[src/rtl/mulPkg.sv]
package mulPkg;

	////////////////////////////////////////////////////////////////////
	// Widths
	////////////////////////////////////////////////////////////////////

	localparam int OpWidth   = 16;
	localparam int ProdWidth = 2 * OpWidth;

	// One partial-product row per multiplier bit
	localparam int NumPp = OpWidth;

	// Rows left after one carry-save layer over numRows rows.
	// Each group of three becomes sum plus carry, leftovers pass on.
	function automatic int csaOutRows(input int numRows);
		return 2 * (numRows / 3) + numRows % 3;
	endfunction

	////////////////////////////////////////////////////////////////////
	// Stage structs
	////////////////////////////////////////////////////////////////////

	typedef struct packed {
		logic                 valid;
		logic [OpWidth-1:0]   opA;
		logic [OpWidth-1:0]   opB;
	} mulReq_t;

	typedef struct packed {
		logic                            valid;
		logic [NumPp-1:0][ProdWidth-1:0] rows;
	} ppBank_t;

	typedef struct packed {
		logic                 valid;
		logic [ProdWidth-1:0] sumRow;
		logic [ProdWidth-1:0] carryRow;
	} csaPair_t;

	typedef struct packed {
		logic                 valid;
		logic [ProdWidth-1:0] product;
	} mulResp_t;

endpackage

[src/rtl/ppDecode.sv]
`timescale 1ns/1ps

module ppDecode
	import mulPkg::*;
(
	input  logic    clk,
	input  logic    arstN,
	input  mulReq_t req,
	output ppBank_t ppBank
);

	////////////////////////////////////////////////////////////////////
	// Partial-product rows
	////////////////////////////////////////////////////////////////////

	// Row i holds opA gated by opB[i], weighted by 2**i
	logic [NumPp-1:0][ProdWidth-1:0] ppRows;
	logic [NumPp-1:0][OpWidth-1:0]   gated;

	always_comb begin
		for (int i = 0; i < NumPp; i++) begin
			gated[i]  = req.opA & {OpWidth{req.opB[i]}};
			// Widen first so the shift keeps the upper bits
			ppRows[i] = ProdWidth'(gated[i]) << i;
		end
	end

	////////////////////////////////////////////////////////////////////
	// Stage register
	////////////////////////////////////////////////////////////////////

	// Valid follows the strobe every cycle
	always_ff @(posedge clk or negedge arstN) begin
		if (!arstN) begin
			ppBank.valid <= 1'b0;
		end else begin
			ppBank.valid <= req.valid;
		end
	end

	// Rows load only on an accepted request, held otherwise
	always_ff @(posedge clk or negedge arstN) begin
		if (!arstN) begin
			ppBank.rows <= '0;
		end else if (req.valid) begin
			ppBank.rows <= ppRows;
		end
	end

endmodule

[src/rtl/csaLayer.sv]
`timescale 1ns/1ps

module csaLayer
	import mulPkg::*;
#(
	parameter int NumRows = 3
) (
	input  logic [NumRows-1:0][ProdWidth-1:0]             inRows,
	output logic [csaOutRows(NumRows)-1:0][ProdWidth-1:0] outRows
);

	localparam int NumGroups = NumRows / 3;
	localparam int NumLeft   = NumRows % 3;

	////////////////////////////////////////////////////////////////////
	// Full-adder rows
	////////////////////////////////////////////////////////////////////

	// Group g takes rows 3g..3g+2 and drives rows 2g (sum), 2g+1 (carry)
	for (genvar g = 0; g < NumGroups; g++) begin : gGroup
		logic [ProdWidth-1:0] a;
		logic [ProdWidth-1:0] b;
		logic [ProdWidth-1:0] c;
		logic [ProdWidth-1:0] maj;

		assign a = inRows[3*g];
		assign b = inRows[3*g+1];
		assign c = inRows[3*g+2];

		// Bitwise full adder across the whole row
		assign maj = (a & b) | (a & c) | (b & c);

		assign outRows[2*g] = a ^ b ^ c;

		// Carry moves one column up, top carry falls off
		// the product never needs bit ProdWidth
		assign outRows[2*g+1] = {maj[ProdWidth-2:0], 1'b0};
	end

	////////////////////////////////////////////////////////////////////
	// Leftover rows
	////////////////////////////////////////////////////////////////////

	// One or two rows that did not fill a group go to the next layer
	for (genvar r = 0; r < NumLeft; r++) begin : gPass
		assign outRows[2*NumGroups+r] = inRows[3*NumGroups+r];
	end

endmodule

[src/rtl/wallaceTree.sv]
`timescale 1ns/1ps

module wallaceTree
	import mulPkg::*;
(
	input  logic     clk,
	input  logic     arstN,
	input  ppBank_t  ppBank,
	output csaPair_t pair
);

	////////////////////////////////////////////////////////////////////
	// Row counts per layer
	////////////////////////////////////////////////////////////////////

	// 16 -> 11 -> 8 -> 6 -> 4 -> 3 -> 2
	localparam int Rows1 = csaOutRows(NumPp);
	localparam int Rows2 = csaOutRows(Rows1);
	localparam int Rows3 = csaOutRows(Rows2);
	localparam int Rows4 = csaOutRows(Rows3);
	localparam int Rows5 = csaOutRows(Rows4);
	localparam int Rows6 = csaOutRows(Rows5);

	logic [Rows1-1:0][ProdWidth-1:0] layer1;
	logic [Rows2-1:0][ProdWidth-1:0] layer2;
	logic [Rows3-1:0][ProdWidth-1:0] layer3;
	logic [Rows4-1:0][ProdWidth-1:0] layer4;
	logic [Rows5-1:0][ProdWidth-1:0] layer5;
	logic [Rows6-1:0][ProdWidth-1:0] layer6;

	////////////////////////////////////////////////////////////////////
	// Compression layers
	////////////////////////////////////////////////////////////////////

	csaLayer #(
		.NumRows (NumPp)
	) uLayer1 (
		.inRows  (ppBank.rows),
		.outRows (layer1)
	);

	csaLayer #(
		.NumRows (Rows1)
	) uLayer2 (
		.inRows  (layer1),
		.outRows (layer2)
	);

	csaLayer #(
		.NumRows (Rows2)
	) uLayer3 (
		.inRows  (layer2),
		.outRows (layer3)
	);

	csaLayer #(
		.NumRows (Rows3)
	) uLayer4 (
		.inRows  (layer3),
		.outRows (layer4)
	);

	csaLayer #(
		.NumRows (Rows4)
	) uLayer5 (
		.inRows  (layer4),
		.outRows (layer5)
	);

	// Last layer has one group, so row 0 is sum and row 1 is carry
	csaLayer #(
		.NumRows (Rows5)
	) uLayer6 (
		.inRows  (layer5),
		.outRows (layer6)
	);

	////////////////////////////////////////////////////////////////////
	// Stage register
	////////////////////////////////////////////////////////////////////

	always_ff @(posedge clk or negedge arstN) begin
		if (!arstN) begin
			pair.valid <= 1'b0;
		end else begin
			pair.valid <= ppBank.valid;
		end
	end

	// Pair loads with its request only
	always_ff @(posedge clk or negedge arstN) begin
		if (!arstN) begin
			pair.sumRow   <= '0;
			pair.carryRow <= '0;
		end else if (ppBank.valid) begin
			pair.sumRow   <= layer6[0];
			pair.carryRow <= layer6[1];
		end
	end

endmodule

[src/rtl/finalAdder.sv]
`timescale 1ns/1ps

module finalAdder
	import mulPkg::*;
(
	input  logic     clk,
	input  logic     arstN,
	input  csaPair_t pair,
	output mulResp_t resp
);

	////////////////////////////////////////////////////////////////////
	// Carry-propagate add
	////////////////////////////////////////////////////////////////////

	// Wraps at ProdWidth bits, the true product always fits
	logic [ProdWidth-1:0] sum;

	assign sum = pair.sumRow + pair.carryRow;

	////////////////////////////////////////////////////////////////////
	// Output register
	////////////////////////////////////////////////////////////////////

	always_ff @(posedge clk or negedge arstN) begin
		if (!arstN) begin
			resp.valid <= 1'b0;
		end else begin
			resp.valid <= pair.valid;
		end
	end

	// Product held until the next result
	always_ff @(posedge clk or negedge arstN) begin
		if (!arstN) begin
			resp.product <= '0;
		end else if (pair.valid) begin
			resp.product <= sum;
		end
	end

endmodule

[src/rtl/wallaceMul.sv]
`timescale 1ns/1ps

module wallaceMul
	import mulPkg::*;
(
	input  logic     clk,
	input  logic     arstN,
	input  mulReq_t  req,
	output mulResp_t resp
);

	// Decode to execute
	ppBank_t  ppBank;

	// Execute to result
	csaPair_t pair;

	////////////////////////////////////////////////////////////////////
	// Three-stage pipeline, result three edges after the request
	////////////////////////////////////////////////////////////////////

	ppDecode uDecode (
		.clk    (clk),
		.arstN  (arstN),
		.req    (req),
		.ppBank (ppBank)
	);

	wallaceTree uTree (
		.clk    (clk),
		.arstN  (arstN),
		.ppBank (ppBank),
		.pair   (pair)
	);

	finalAdder uAdder (
		.clk   (clk),
		.arstN (arstN),
		.pair  (pair),
		.resp  (resp)
	);

endmodule

[config.mk]
export PLATFORM = sky130hd
export DESIGN_NAME = wallaceMul
export DESIGN_NICKNAME = d
export VERILOG_FILES = /design/src/rtl/mulPkg.sv /design/src/rtl/ppDecode.sv /design/src/rtl/csaLayer.sv /design/src/rtl/wallaceTree.sv /design/src/rtl/finalAdder.sv /design/src/rtl/wallaceMul.sv
export SDC_FILE = /design/constraint.sdc
export NUM_CORES = 1
export LEC_CHECK = 0
export BUFFER_PORTS_ARGS = -buffer_cell sky130_fd_sc_hd__buf_2
export CORE_ASPECT_RATIO = 0.75
export CORE_MARGIN = 4
export CORE_UTILIZATION = 60
export CTS_CLUSTER_DIAMETER = 30
export CTS_CLUSTER_SIZE = 16
export DETAILED_ROUTE_END_ITERATION = 16
export GPL_TIMING_DRIVEN = 0
export PLACE_DENSITY_LB_ADDON = 0.12
export REMOVE_ABC_BUFFERS = 1
export SLEW_MARGIN = 20
export SYNTH_ARGS = -nofsm -noshare
export SYNTH_HDL_FRONTEND = slang
export SYNTH_SLANG_ARGS = --single-unit
[constraint.sdc]
create_clock -name clk -period 6.9 [get_ports clk]
set_clock_uncertainty 0.15 [all_clocks]
set_input_delay 0.345 -clock clk [delete_from_list [all_inputs] [get_ports clk]]
set_output_delay 0.345 -clock clk [all_outputs]
set_load 0.01 [all_outputs]
==> summary.txt, run 1 <==
Status: complete, no violations
Max cap viols: 0
HPWL after detailed placement: 31300 µm
CP arrival: 4530 ps
Hold Worst Slack: 35.1 ps
Rows: 58
Register area share after synthesis: 42.2%
Area leader, netlist: dfrtp_1
Routed WL: 47000 µm
Final #Nets: 2336
CP endpoint kind: flop
Clock Path Buffers: 3
Worst EP required: 7200 ps
Iteration-0 DRC Markers: 1166
Crit-path slowest cell: fa_1
Mapped cell area: 20600 µm²
Multi-input gate area: 9580 µm²
Largest net degree at the start of global routing: 163
Gate power share: 38.8%
F_max: 236 MHz
Min-delay worst type: input port to flop
Ys flop type: dfrtp_1
EDFF count, synth: 0
Worst-path fanout max: 2
Share of cells above drive strength 1: 13.5%
CP Launch Type: flop
Routed Antenna Nets: 0
Pwr dens: 424 nW/µm²
Synth unique cells: 54
Syn Inst Count: 2018
Die X: 222 µm
Tmin final: 4230 ps
Critical path type: flop to flop
Ant. Diodes: 0
Routed wl met2: 21500 µm
Unrepaired setup endpoints after global routing: false
Setup TNS: 0 ps
Critical path cell sequence: fa_1 -> inv_1 -> fa_1 -> inv_1 -> fa_1 -> inv_1 -> fa_1 -> fa_1 -> inv_1 -> fa_1 -> mux2_2
TritonCTS buffer count: 71
Top layer in use: met4
Clk slew on worst S/H paths: 50 ps
Maximum VDD drop: 0.284 mV
Met3 wire length: 2850 µm
Final Setup Violations: 0
Area grow syn2layout: 14.8%
Leading post-synthesis cells by cell area: dfrtp_1 42%, fa_1 20%, inv_1 8.7%
Total core area: 33700 µm²
Drt drc: 0
Final worst-path cycle share: 61.3%
Max incr delay on CP: 570 ps
R2R Setup Slk: 2670 ps
CTS tree: done
CTS root buf: clkbuf_16
Fin area: 23600 µm²
Wire per inst: 18.6 µm
Cell repeated most along the worst path: fa_1
Leakage: 11.4 nW
M1 WL: 21300 µm
Tightest Pin Transition: 809 ps
Avg Vias per Cell: 5.50
Post-DP Area: 21200 µm²
1st-pass router iterations: 5
Initial antenna violation count: 0
Total congestion overflow: 0
Die H: 168 µm
Boundary Pins: 68
Via count: 13900
Sw power: 3.56 mW
Gr usage total: 26.3%
Hold Fails Final Rpt: 0
Switching Share: 35.5%
Yosys reg bits: 347
Full die area: 37400 µm²
Worst skew pair latency: 580 ps
Utilization after layout: 70.2%
CTS H-tree depth: 3
Initial Util: 61.1%
Synth top area share: 42.2%
Vias in the first global route: 15000
Slew Limit Fails: 0
Placer congestion estimate: 0.834
Yosys Warn Count: 0
Clock power frac: 34.7%
PortBufs: 67
Seq pwr share: 26.4%
Register area: 8690 µm²
Worst path bufs/invs: 4
Int Pwr: 6.48 mW
# Post-CTS Setup Buffers: 0
Relative slew slack: 46.1%
Delay-heaviest family, CP: adder cells
Global-route wire length before repair: 78600 µm
Fillers: 2465
CTS sink count: 347
Post-synth ARST share: 100%
Mean Syn Cell Area: 10.2 µm²
synthesized netlist by cell type (5+ instances only):
cell type and count:
inv_1 475, dfrtp_1 347, o21ai_0 275, nand3_1 264, fa_1 201, clkbuf_1 118, ha_1 77, mux2_2 73
nand2_1 33, a21oi_1 22, buf_1 19, nor2_1 16, xnor2_1 9, nand4_1 6, nor3_1 6, buf_2 5
xor2_1 5
per-stage QoR:
stage	power (mW)	cells	setup WS, ps
floorplan	5.29	1875	2870
CTS	10.1	2532	2680
detailed placement	6.56	2399	2720
global route	10.8	2532	2580
global placement	6.47	2392	-1570
finish	10.0	2532	2670
power groups by stage:
stage | Combinational, mW | Sequential, mW | Clock, mW
after CTS | 3.95 | 2.66 | 3.53
after detailed placement | 3.88 | 2.68 | 0
after global routing | 4.47 | 2.70 | 3.64
after global placement | 3.80 | 2.68 | 0
after floorplan | 2.65 | 2.64 | 0
final | 3.90 | 2.65 | 3.49
worst paths after layout:
check | startpoint | end | depth (start not counted)
setup / recovery | uDecode.ppBank[403] | uTree.pair[51] | 11
hold / removal | req[32] | uDecode.ppBank[311] | 2
setup reg to reg | uDecode.ppBank[403] | uTree.pair[51] | 11
hold reg to reg | uAdder.resp[3] | uAdder.resp[3] | 1
max in group asynchronous | arstN | uDecode.ppBank[342] | 5
min in group asynchronous | arstN | uDecode.ppBank[172] | 2
layer usage:
layer,global-route usage [%],vias to the layer above
li1,-,6408
met1,38.0,7022
met4,8.36,0
met2,40.5,388
met3,5.75,106
met5,0,-
registers in the layout (all words and copies together), names as in the netlist:
| signal | count |
|---|---|
| uAdder.resp | 33 |
| uTree.pair | 57 |
| uDecode.ppBank | 257 |
final cells by class:
cell class,instances,share of cell area (%)
clock buffer,92,8.72
clock inverter,40,1.75
inverter,475,7.54
multi-input combinational,1053,40.5
sequential,347,36.7
tap,450,2.38
timing repair buffer,75,2.36
cells by family after synthesis:
group	share of synthesized area, %
xor+xnor	0.596
mux	4.14
compound gates	9.29
buf+inv	11.3
fa+ha+maj	24.2
flops	42.2
simple gates	8.27
timing repair:
| item | in CTS | in global routing |
|---|---|---|
| hold endpoints to repair | 63 | 0 |
| hold buffers | 1 | 0 |
| gates resized for setup | 0 | 0 |
cells in the final DEF, fill, tap and decap left out, drive strengths merged, types with 5 or more instances in the layout:
master,synthesis,routed
buf,24,74
ha,77,77
a21o,5,5
nor3,6,6
xor2,5,5
nand4,7,7
clkinvlp,0,10
a21oi,22,22
clkbuf,119,92
nor2,16,16
inv,475,483
bufinv,0,5
o21ai,275,275
dfrtp,347,347
fa,201,201
nand3,264,264
xnor2,9,9
mux2,74,74
clkinv,0,17
nand2,33,33
No activity file was read; power rests on OpenSTA's default activity.
==> inputs of run 2 (changes only) <==
Settings changed: ABC_AREA set to 1.
Clock period 6.9 ns to 4.1 ns, I/O delays scaled along.
==> summary.txt, run 2 <==
Relative slew slack: 37.2% (was 46.1%)
CP Launch Type: flop (unchanged)
TritonCTS buffer count: 61 (was 71)
Die H: 166 µm (was 168 µm)
Via count: 14100 (was 13900)
Worst EP required: 4460 ps (was 7200 ps)
Worst-path fanout max: 2 (unchanged)
Mapped cell area: 20000 µm² (was 20600 µm²)
Max reg flops: 257 (unchanged)
Yosys Warn Count: 0 (unchanged)
Leading post-synthesis cells by cell area: dfrtp_1 43%, fa_1 20%, inv_1 11% (was dfrtp_1 42%, fa_1 20%, inv_1 8.7%)
Initial Util: 61.3% (was 61.1%)
Utilization after layout: 71.7% (was 70.2%)
Area leader, netlist: dfrtp_1 (unchanged)
Most frequent cells in the layout: 551 x inv_1, 385 x nand2_1, 346 x dfrtp_1, 249 x o22ai_1, 194 x fa_1 (was 475 x inv_1, 345 x dfrtp_1, 275 x o21ai_0, 264 x nand3_1, 201 x fa_1)
Synth Area in Simple Gates: 9.99% (was 8.27%)
Placed instance count: 2514 (was 2399)
Post-route worst setup slack: 45.8 ps (was 2670 ps)
1st-pass router iterations: 6 (was 5)
Area grow syn2layout: 16.9% (was 14.8%)
Yosys reg bits: 347 (unchanged)
CTS H-tree depth: 2 (was 3)
Most common cell after layout, fill and taps aside: inv_1 (unchanged)
Slew Limit Fails: 0 (unchanged)
CTS sink count: 347 (unchanged)
Adder-Cell Fraction of Synth Area: 24.9% (was 24.2%)
Place WS: -6.89 ps (was 2720 ps)
Maximum VDD drop: 0.433 mV (was 0.284 mV)
Top-count cell post-synth: inv_1 (unchanged)
Total Power Consumption: 16.7 mW (was 10.0 mW)
Min-delay worst type: input port to asynchronous set/reset pin (was input port to flop)
Routed WL: 47400 µm (was 47000 µm)
Finished Layout Cells: 2664 (was 2532)
Tmin final: 4050 ps (was 4230 ps)
Drt drc: 0 (unchanged)
Largest family of logic cells by synthesized area: adder cells (unchanged)
EDFF count, synth: 0 (unchanged)
Post-synth ARST share: 100% (unchanged)
Iteration-0 DRC Markers: 1242 (was 1166)
Mean Syn Cell Area: 9.69 µm² (was 10.2 µm²)
Clock Path Buffers: 3 (unchanged)
Final worst-path cycle share: 98.9% (was 61.3%)
PortBufs: 67 (unchanged)
Rows: 57 (was 58)
CP endpoint kind: flop (unchanged)
Ys flop type: dfrtp_1 (unchanged)
Largest regs: uDecode.ppBank x257, uTree.pair x57, uAdder.resp x33 (unchanged)
HPWL after detailed placement: 33900 µm (was 31300 µm)
Max cap viols: 0 (unchanged)
Critical path type: flop to flop (unchanged)
Largest net degree at the start of global routing: 123 (was 163)
Ant. Diodes: 0 (unchanged)
Boundary Pins: 68 (unchanged)
Final #Nets: 2483 (was 2336)
Commonest cells in the netlist: 568 x inv_1, 386 x nand2_1, 347 x dfrtp_1, 249 x o22ai_1, 201 x fa_1 (was 475 x inv_1, 347 x dfrtp_1, 275 x o21ai_0, 264 x nand3_1, 201 x fa_1)
Hold Fails Final Rpt: 0 (unchanged)
Pwr dens: 715 nW/µm² (was 424 nW/µm²)
Post-synthesis xor/xnor area fraction: 0.263% (was 0.596%)
Routed Antenna Nets: 0 (unchanged)
Biggest register: uDecode.ppBank (unchanged)
Synth unique cells: 27 (was 54)
Synth top area share: 43.4% (was 42.2%)
Unrepaired setup endpoints after global routing: true (was false)
Final Setup Violations: 0 (unchanged)
Total core area: 32600 µm² (was 33700 µm²)
Global-route wire length before repair: 78400 µm (was 78600 µm)
Share of cells above drive strength 1: 10.4% (was 13.5%)
Synth Area in Compound Gates: 8.89% (was 9.29%)
Avg Vias per Cell: 5.28 (was 5.50)
CTS tree: done (unchanged)
Syn Inst Count: 2064 (was 2018)
Fillers: 2430 (was 2465)
Initial antenna violation count: 0 (unchanged)
Gr usage total: 27.2% (was 26.3%)
CP arrival: 4420 ps (was 4530 ps)
Vias in the first global route: 14700 (was 15000)
CTS root buf: clkbuf_16 (unchanged)
Leakage: 12.1 nW (was 11.4 nW)
Total congestion overflow: 0 (unchanged)
Tightest Pin Transition: 939 ps (was 809 ps)
Placer congestion estimate: 0.848 (was 0.834)
F_max: 247 MHz (was 236 MHz)
Die X: 219 µm (was 222 µm)
Clk slew on worst S/H paths: 50 ps (about the same)
Register area share after synthesis: 43.4% (was 42.2%)
Wire per inst: 17.8 µm (was 18.6 µm)
Full die area: 36300 µm² (was 37400 µm²)
Multiplexer share of the synthesized area: 0% (was 4.14%)
Status: complete, no violations (unchanged)
Worst skew pair latency: 580 ps (about the same)
==> run 2: cell count changes after synthesis, sizes merged, moves of 74 or more <==
cell,delta
o21ai,-242
nand2,+360
o22ai,+248
inv,+93
nand3,-221
clkbuf,-92
mux2,-74
==> run 2: cells by family after synthesis <==
kind of cell	Yosys count
buf+inv	651
simple gates	489
flops	347
compound gates	293
fa+ha+maj	278
xor+xnor	6
==> run 2: per-stage QoR <==
stage          TNS [ps]  hold WS [ps]  instance area (µm²)
6_report              0          30.5                23400
5_1_grt            -314          61.6                23400
4_1_cts               0          20.7                23300
3_5_place_dp      -6.89          21.5                20800
3_3_place_gp   -1808770           297                20600
2_1_floorplan         0          -241                19700
==> run 2: routing by layer <==
layer	vias up	wire [µm]	part of all wire [%]	global-route usage [%]
li1	6563	-	-	-
met1	7012	21900	46	41.9
met2	411	20900	44	39.5
met3	86	3630	7.7	6.69
met4	0	1000	2.1	6.37
met5	-	0	0	0
==> run 2: critical path, stage by stage, from the launching register on <==
cell and delay, ps:
dfrtp_1 400, fa_1 560, inv_2 40, fa_1 550
inv_2 50, fa_1 490, inv_1 50, fa_1 470
fa_1 510, inv_1 60, fa_2 540, nand2_1 60
nand2_1 60
==> run 2: final timing paths <==
path                       slack [ps]                   to  cells after the start           startpoint
setup / recovery                   50       uTree.pair[51]                     12  uDecode.ppBank[403]
hold / removal                     30       uAdder.resp[3]                      2                arstN
setup reg to reg                   50       uTree.pair[51]                     12  uDecode.ppBank[403]
hold reg to reg                   320       uTree.pair[48]                      2       uTree.pair[48]
max in group asynchronous        2730  uDecode.ppBank[496]                      4                arstN
min in group clk                  160  uDecode.ppBank[273]                      3               req[8]
==> run 2: layout make-up <==
cell class                 count  area [µm²]  share of cell area [%]
clock buffer                  72        1650                    7.05
clock inverter                43         564                    2.41
inverter                     584        2190                    9.38
multi-input combinational   1066        8830                    37.8
sequential                   347        8680                    37.1
tap                          442         553                    2.37
timing repair buffer         110         903                    3.86
==> run 2: what timing repair did <==
action,in CTS,in global routing
endpoints found under the hold margin,411,0
buffers inserted,0,3
pin swaps,4,34
endpoints found under the setup margin,2,15
resized for setup,0,24
hold buffers,32,0
==> run 2: power breakdown <==
group / switching (mW) / internal (mW) / total (mW)
clock: 1.80 / 3.57 / 5.37
sequential: 0.325 / 4.02 / 4.34
combinational: 4.12 / 2.88 / 7.00
total: 6.24 / 10.5 / 16.7
==> inputs of run 3 (changes only) <==
Settings changed: CORE_ASPECT_RATIO 0.75 to 1.1.
Clock period 4.1 ns to 5.1 ns, I/O delays scaled along.
==> summary.txt, run 3 (same netlist as run 2, synthesis figures left out) <==
Status: complete, no violations (unchanged)
Routed WL: 46600 µm (was 47400 µm)
Rows: 69 (was 57)
Area grow syn2layout: 19.1% (was 16.9%)
Worst-path fanout max: 2 (unchanged)
Global-route wire length before repair: 78300 µm (was 78400 µm)
Via count: 14200 (was 14100)
Unrepaired setup endpoints after global routing: false (was true)
Worst EP required: 5410 ps (was 4460 ps)
Total Power Consumption: 13.9 mW (was 16.7 mW)
Maximum VDD drop: 0.331 mV (was 0.433 mV)
Total core area: 32600 µm² (about the same)
Tightest Pin Transition: 940 ps (was 939 ps)
Cts hold-fix bufs: 31 (was 32)
Boundary Pins: 68 (unchanged)
Relative slew slack: 37.2% (about the same)
Clk slew on worst S/H paths: 50 ps (about the same)
Initial Util: 61.3% (about the same)
Final #Nets: 2492 (was 2483)
Worst path bufs/invs: 4 (unchanged)
Most frequent cells in the layout: 567 x inv_1, 386 x nand2_1, 346 x dfrtp_1, 249 x o22ai_1, 201 x fa_1 (was 551 x inv_1, 385 x nand2_1, 346 x dfrtp_1, 249 x o22ai_1, 194 x fa_1)
Final worst-path cycle share: 80.9% (was 98.9%)
Setup TNS: 0 ps (unchanged)
Seq pwr share: 25.0% (was 26.0%)
Clock Path Buffers: 3 (unchanged)
Drt drc: 0 (unchanged)
Int Pwr: 8.84 mW (was 10.5 mW)
Worst skew pair latency: 600 ps (was 580 ps)
Critical path cell sequence: fa_1 -> inv_1 -> fa_1 -> inv_1 -> fa_1 -> inv_1 -> fa_1 -> fa_1 -> inv_1 -> fa_1 -> nand2_1 -> nand2_1 (was fa_1 -> inv_2 -> fa_1 -> inv_2 -> fa_1 -> inv_1 -> fa_1 -> fa_1 -> inv_1 -> fa_2 -> nand2_1 -> nand2_1)
Die X: 182 µm (was 219 µm)
CTS tree: done (unchanged)
Utilization after layout: 73.0% (was 71.7%)
CP arrival: 4430 ps (was 4420 ps)
Max incr delay on CP: 550 ps (was 560 ps)
Gr usage total: 27.1% (was 27.2%)
CP endpoint kind: flop (unchanged)
1st-pass router iterations: 5 (was 6)
Largest regs: uDecode.ppBank x257, uTree.pair x57, uAdder.resp x33 (unchanged)
Hold Fails Final Rpt: 0 (unchanged)
Initial antenna violation count: 0 (unchanged)
Largest net degree at the start of global routing: 115 (was 123)
Routed Antenna Nets: 0 (unchanged)
Register area: 8680 µm² (unchanged)
Ant. Diodes: 0 (unchanged)
CP Launch Type: flop (unchanged)
Placer congestion estimate: 0.857 (was 0.848)
Wire per inst: 17.5 µm (was 17.8 µm)
CTS root buf: clkbuf_16 (unchanged)
Iteration-0 DRC Markers: 1024 (was 1242)
Die H: 199 µm (was 166 µm)
Min-delay worst type: input port to flop (was input port to asynchronous set/reset pin)
Fillers: 2359 (was 2430)
Share of cells above drive strength 1: 9.91% (was 10.4%)
Critical path type: flop to flop (unchanged)
TritonCTS buffer count: 76 (was 61)
Final Setup Violations: 0 (unchanged)
F_max: 242 MHz (was 247 MHz)
Biggest register: uDecode.ppBank (unchanged)
Avg Vias per Cell: 5.31 (was 5.28)
Slew Limit Fails: 0 (unchanged)
CTS resizes: 0 (unchanged)
Tmin final: 4120 ps (was 4050 ps)
Switching Share: 36.5% (was 37.4%)
Cell repeated most along the worst path: fa_1 (unchanged)
Total congestion overflow: 0 (unchanged)
Full die area: 36300 µm² (about the same)
Leakage: 12.3 nW (was 12.1 nW)
Max reg flops: 257 (unchanged)
Most common cell after layout, fill and taps aside: inv_1 (unchanged)
Clock power frac: 37.3% (was 32.1%)
Sw power: 5.08 mW (was 6.24 mW)
# Post-CTS Setup Buffers: 0 (unchanged)
HPWL after detailed placement: 32000 µm (was 33900 µm)
Vias in the first global route: 15300 (was 14700)
Crit-path slowest cell: fa_1 (unchanged)
CTS sink count: 347 (unchanged)
Multi-input gate area: 8810 µm² (was 8830 µm²)
Delay-heaviest family, CP: adder cells (unchanged)
Max cap viols: 0 (unchanged)
CTS H-tree depth: 3 (was 2)
Gate power share: 37.7% (was 41.9%)
PortBufs: 67 (unchanged)
Pwr dens: 584 nW/µm² (was 715 nW/µm²)
[run 3: through the flow]
stage	worst slack [ps]	cell area [µm²]	hold WS (ps)	std cells
floorplan	1180	19700	-191	1997
global placement	-3010	20600	304	2490
detailed placement	1000	20700	85.6	2496
CTS	968	23800	3.98	2667
global route	842	23800	41.7	2667
finish	976	23800	20.4	2667
[run 3: layer usage]
| layer | share of wire, % | vias to the layer above | GRT usage (%) |
|---|---|---|---|
| met5 | 0 | - | 0 |
| met2 | 48 | 398 | 44.0 |
| li1 | - | 6590 | - |
| met4 | 2.7 | 0 | 8.79 |
| met1 | 43 | 7067 | 37.3 |
| met3 | 6.0 | 113 | 5.53 |
[run 3: worst paths after layout]
kind / from / endpoint / slack, ps / cells after the start
min in group asynchronous: arstN / uAdder.resp[3] / 40 / 2
max in group asynchronous: arstN / uDecode.ppBank[503] / 3430 / 4
max reg2reg: uDecode.ppBank[404] / uTree.pair[52] / 980 / 12
max: uDecode.ppBank[404] / uTree.pair[52] / 980 / 12
min reg2reg: uAdder.resp[26] / uAdder.resp[26] / 320 / 2
min: req[19] / uDecode.ppBank[300] / 20 / 3
[run 3: worst register-to-register path: cells and delay by family, from the launching register on]
kind / cells / cell delay [ps]
fa+ha+maj: 6 / 3070
simple gates: 2 / 140
flops: 1 / 400
buf+inv: 4 / 240
[run 3: cell type report]
type	count	share of cell area, %
Multi-Input combinational cell	1066	37.0
Sequential cell	347	36.5
Inverter	584	9.20
Clock buffer	85	8.21
Timing Repair Buffer	104	3.46
Clock inverter	55	3.44
Tap cell	426	2.24
[run 3: power by group through the flow]
stage          registers, mW  clock network, mW  logic (mW)
4_1_cts                 3.49               5.25        5.30
5_1_grt                 3.54               5.43        6.10
6_report                3.48               5.19        5.24
3_3_place_gp            3.51                  0        5.09
3_5_place_dp            3.52                  0        5.21
2_1_floorplan           3.53                  0        3.56
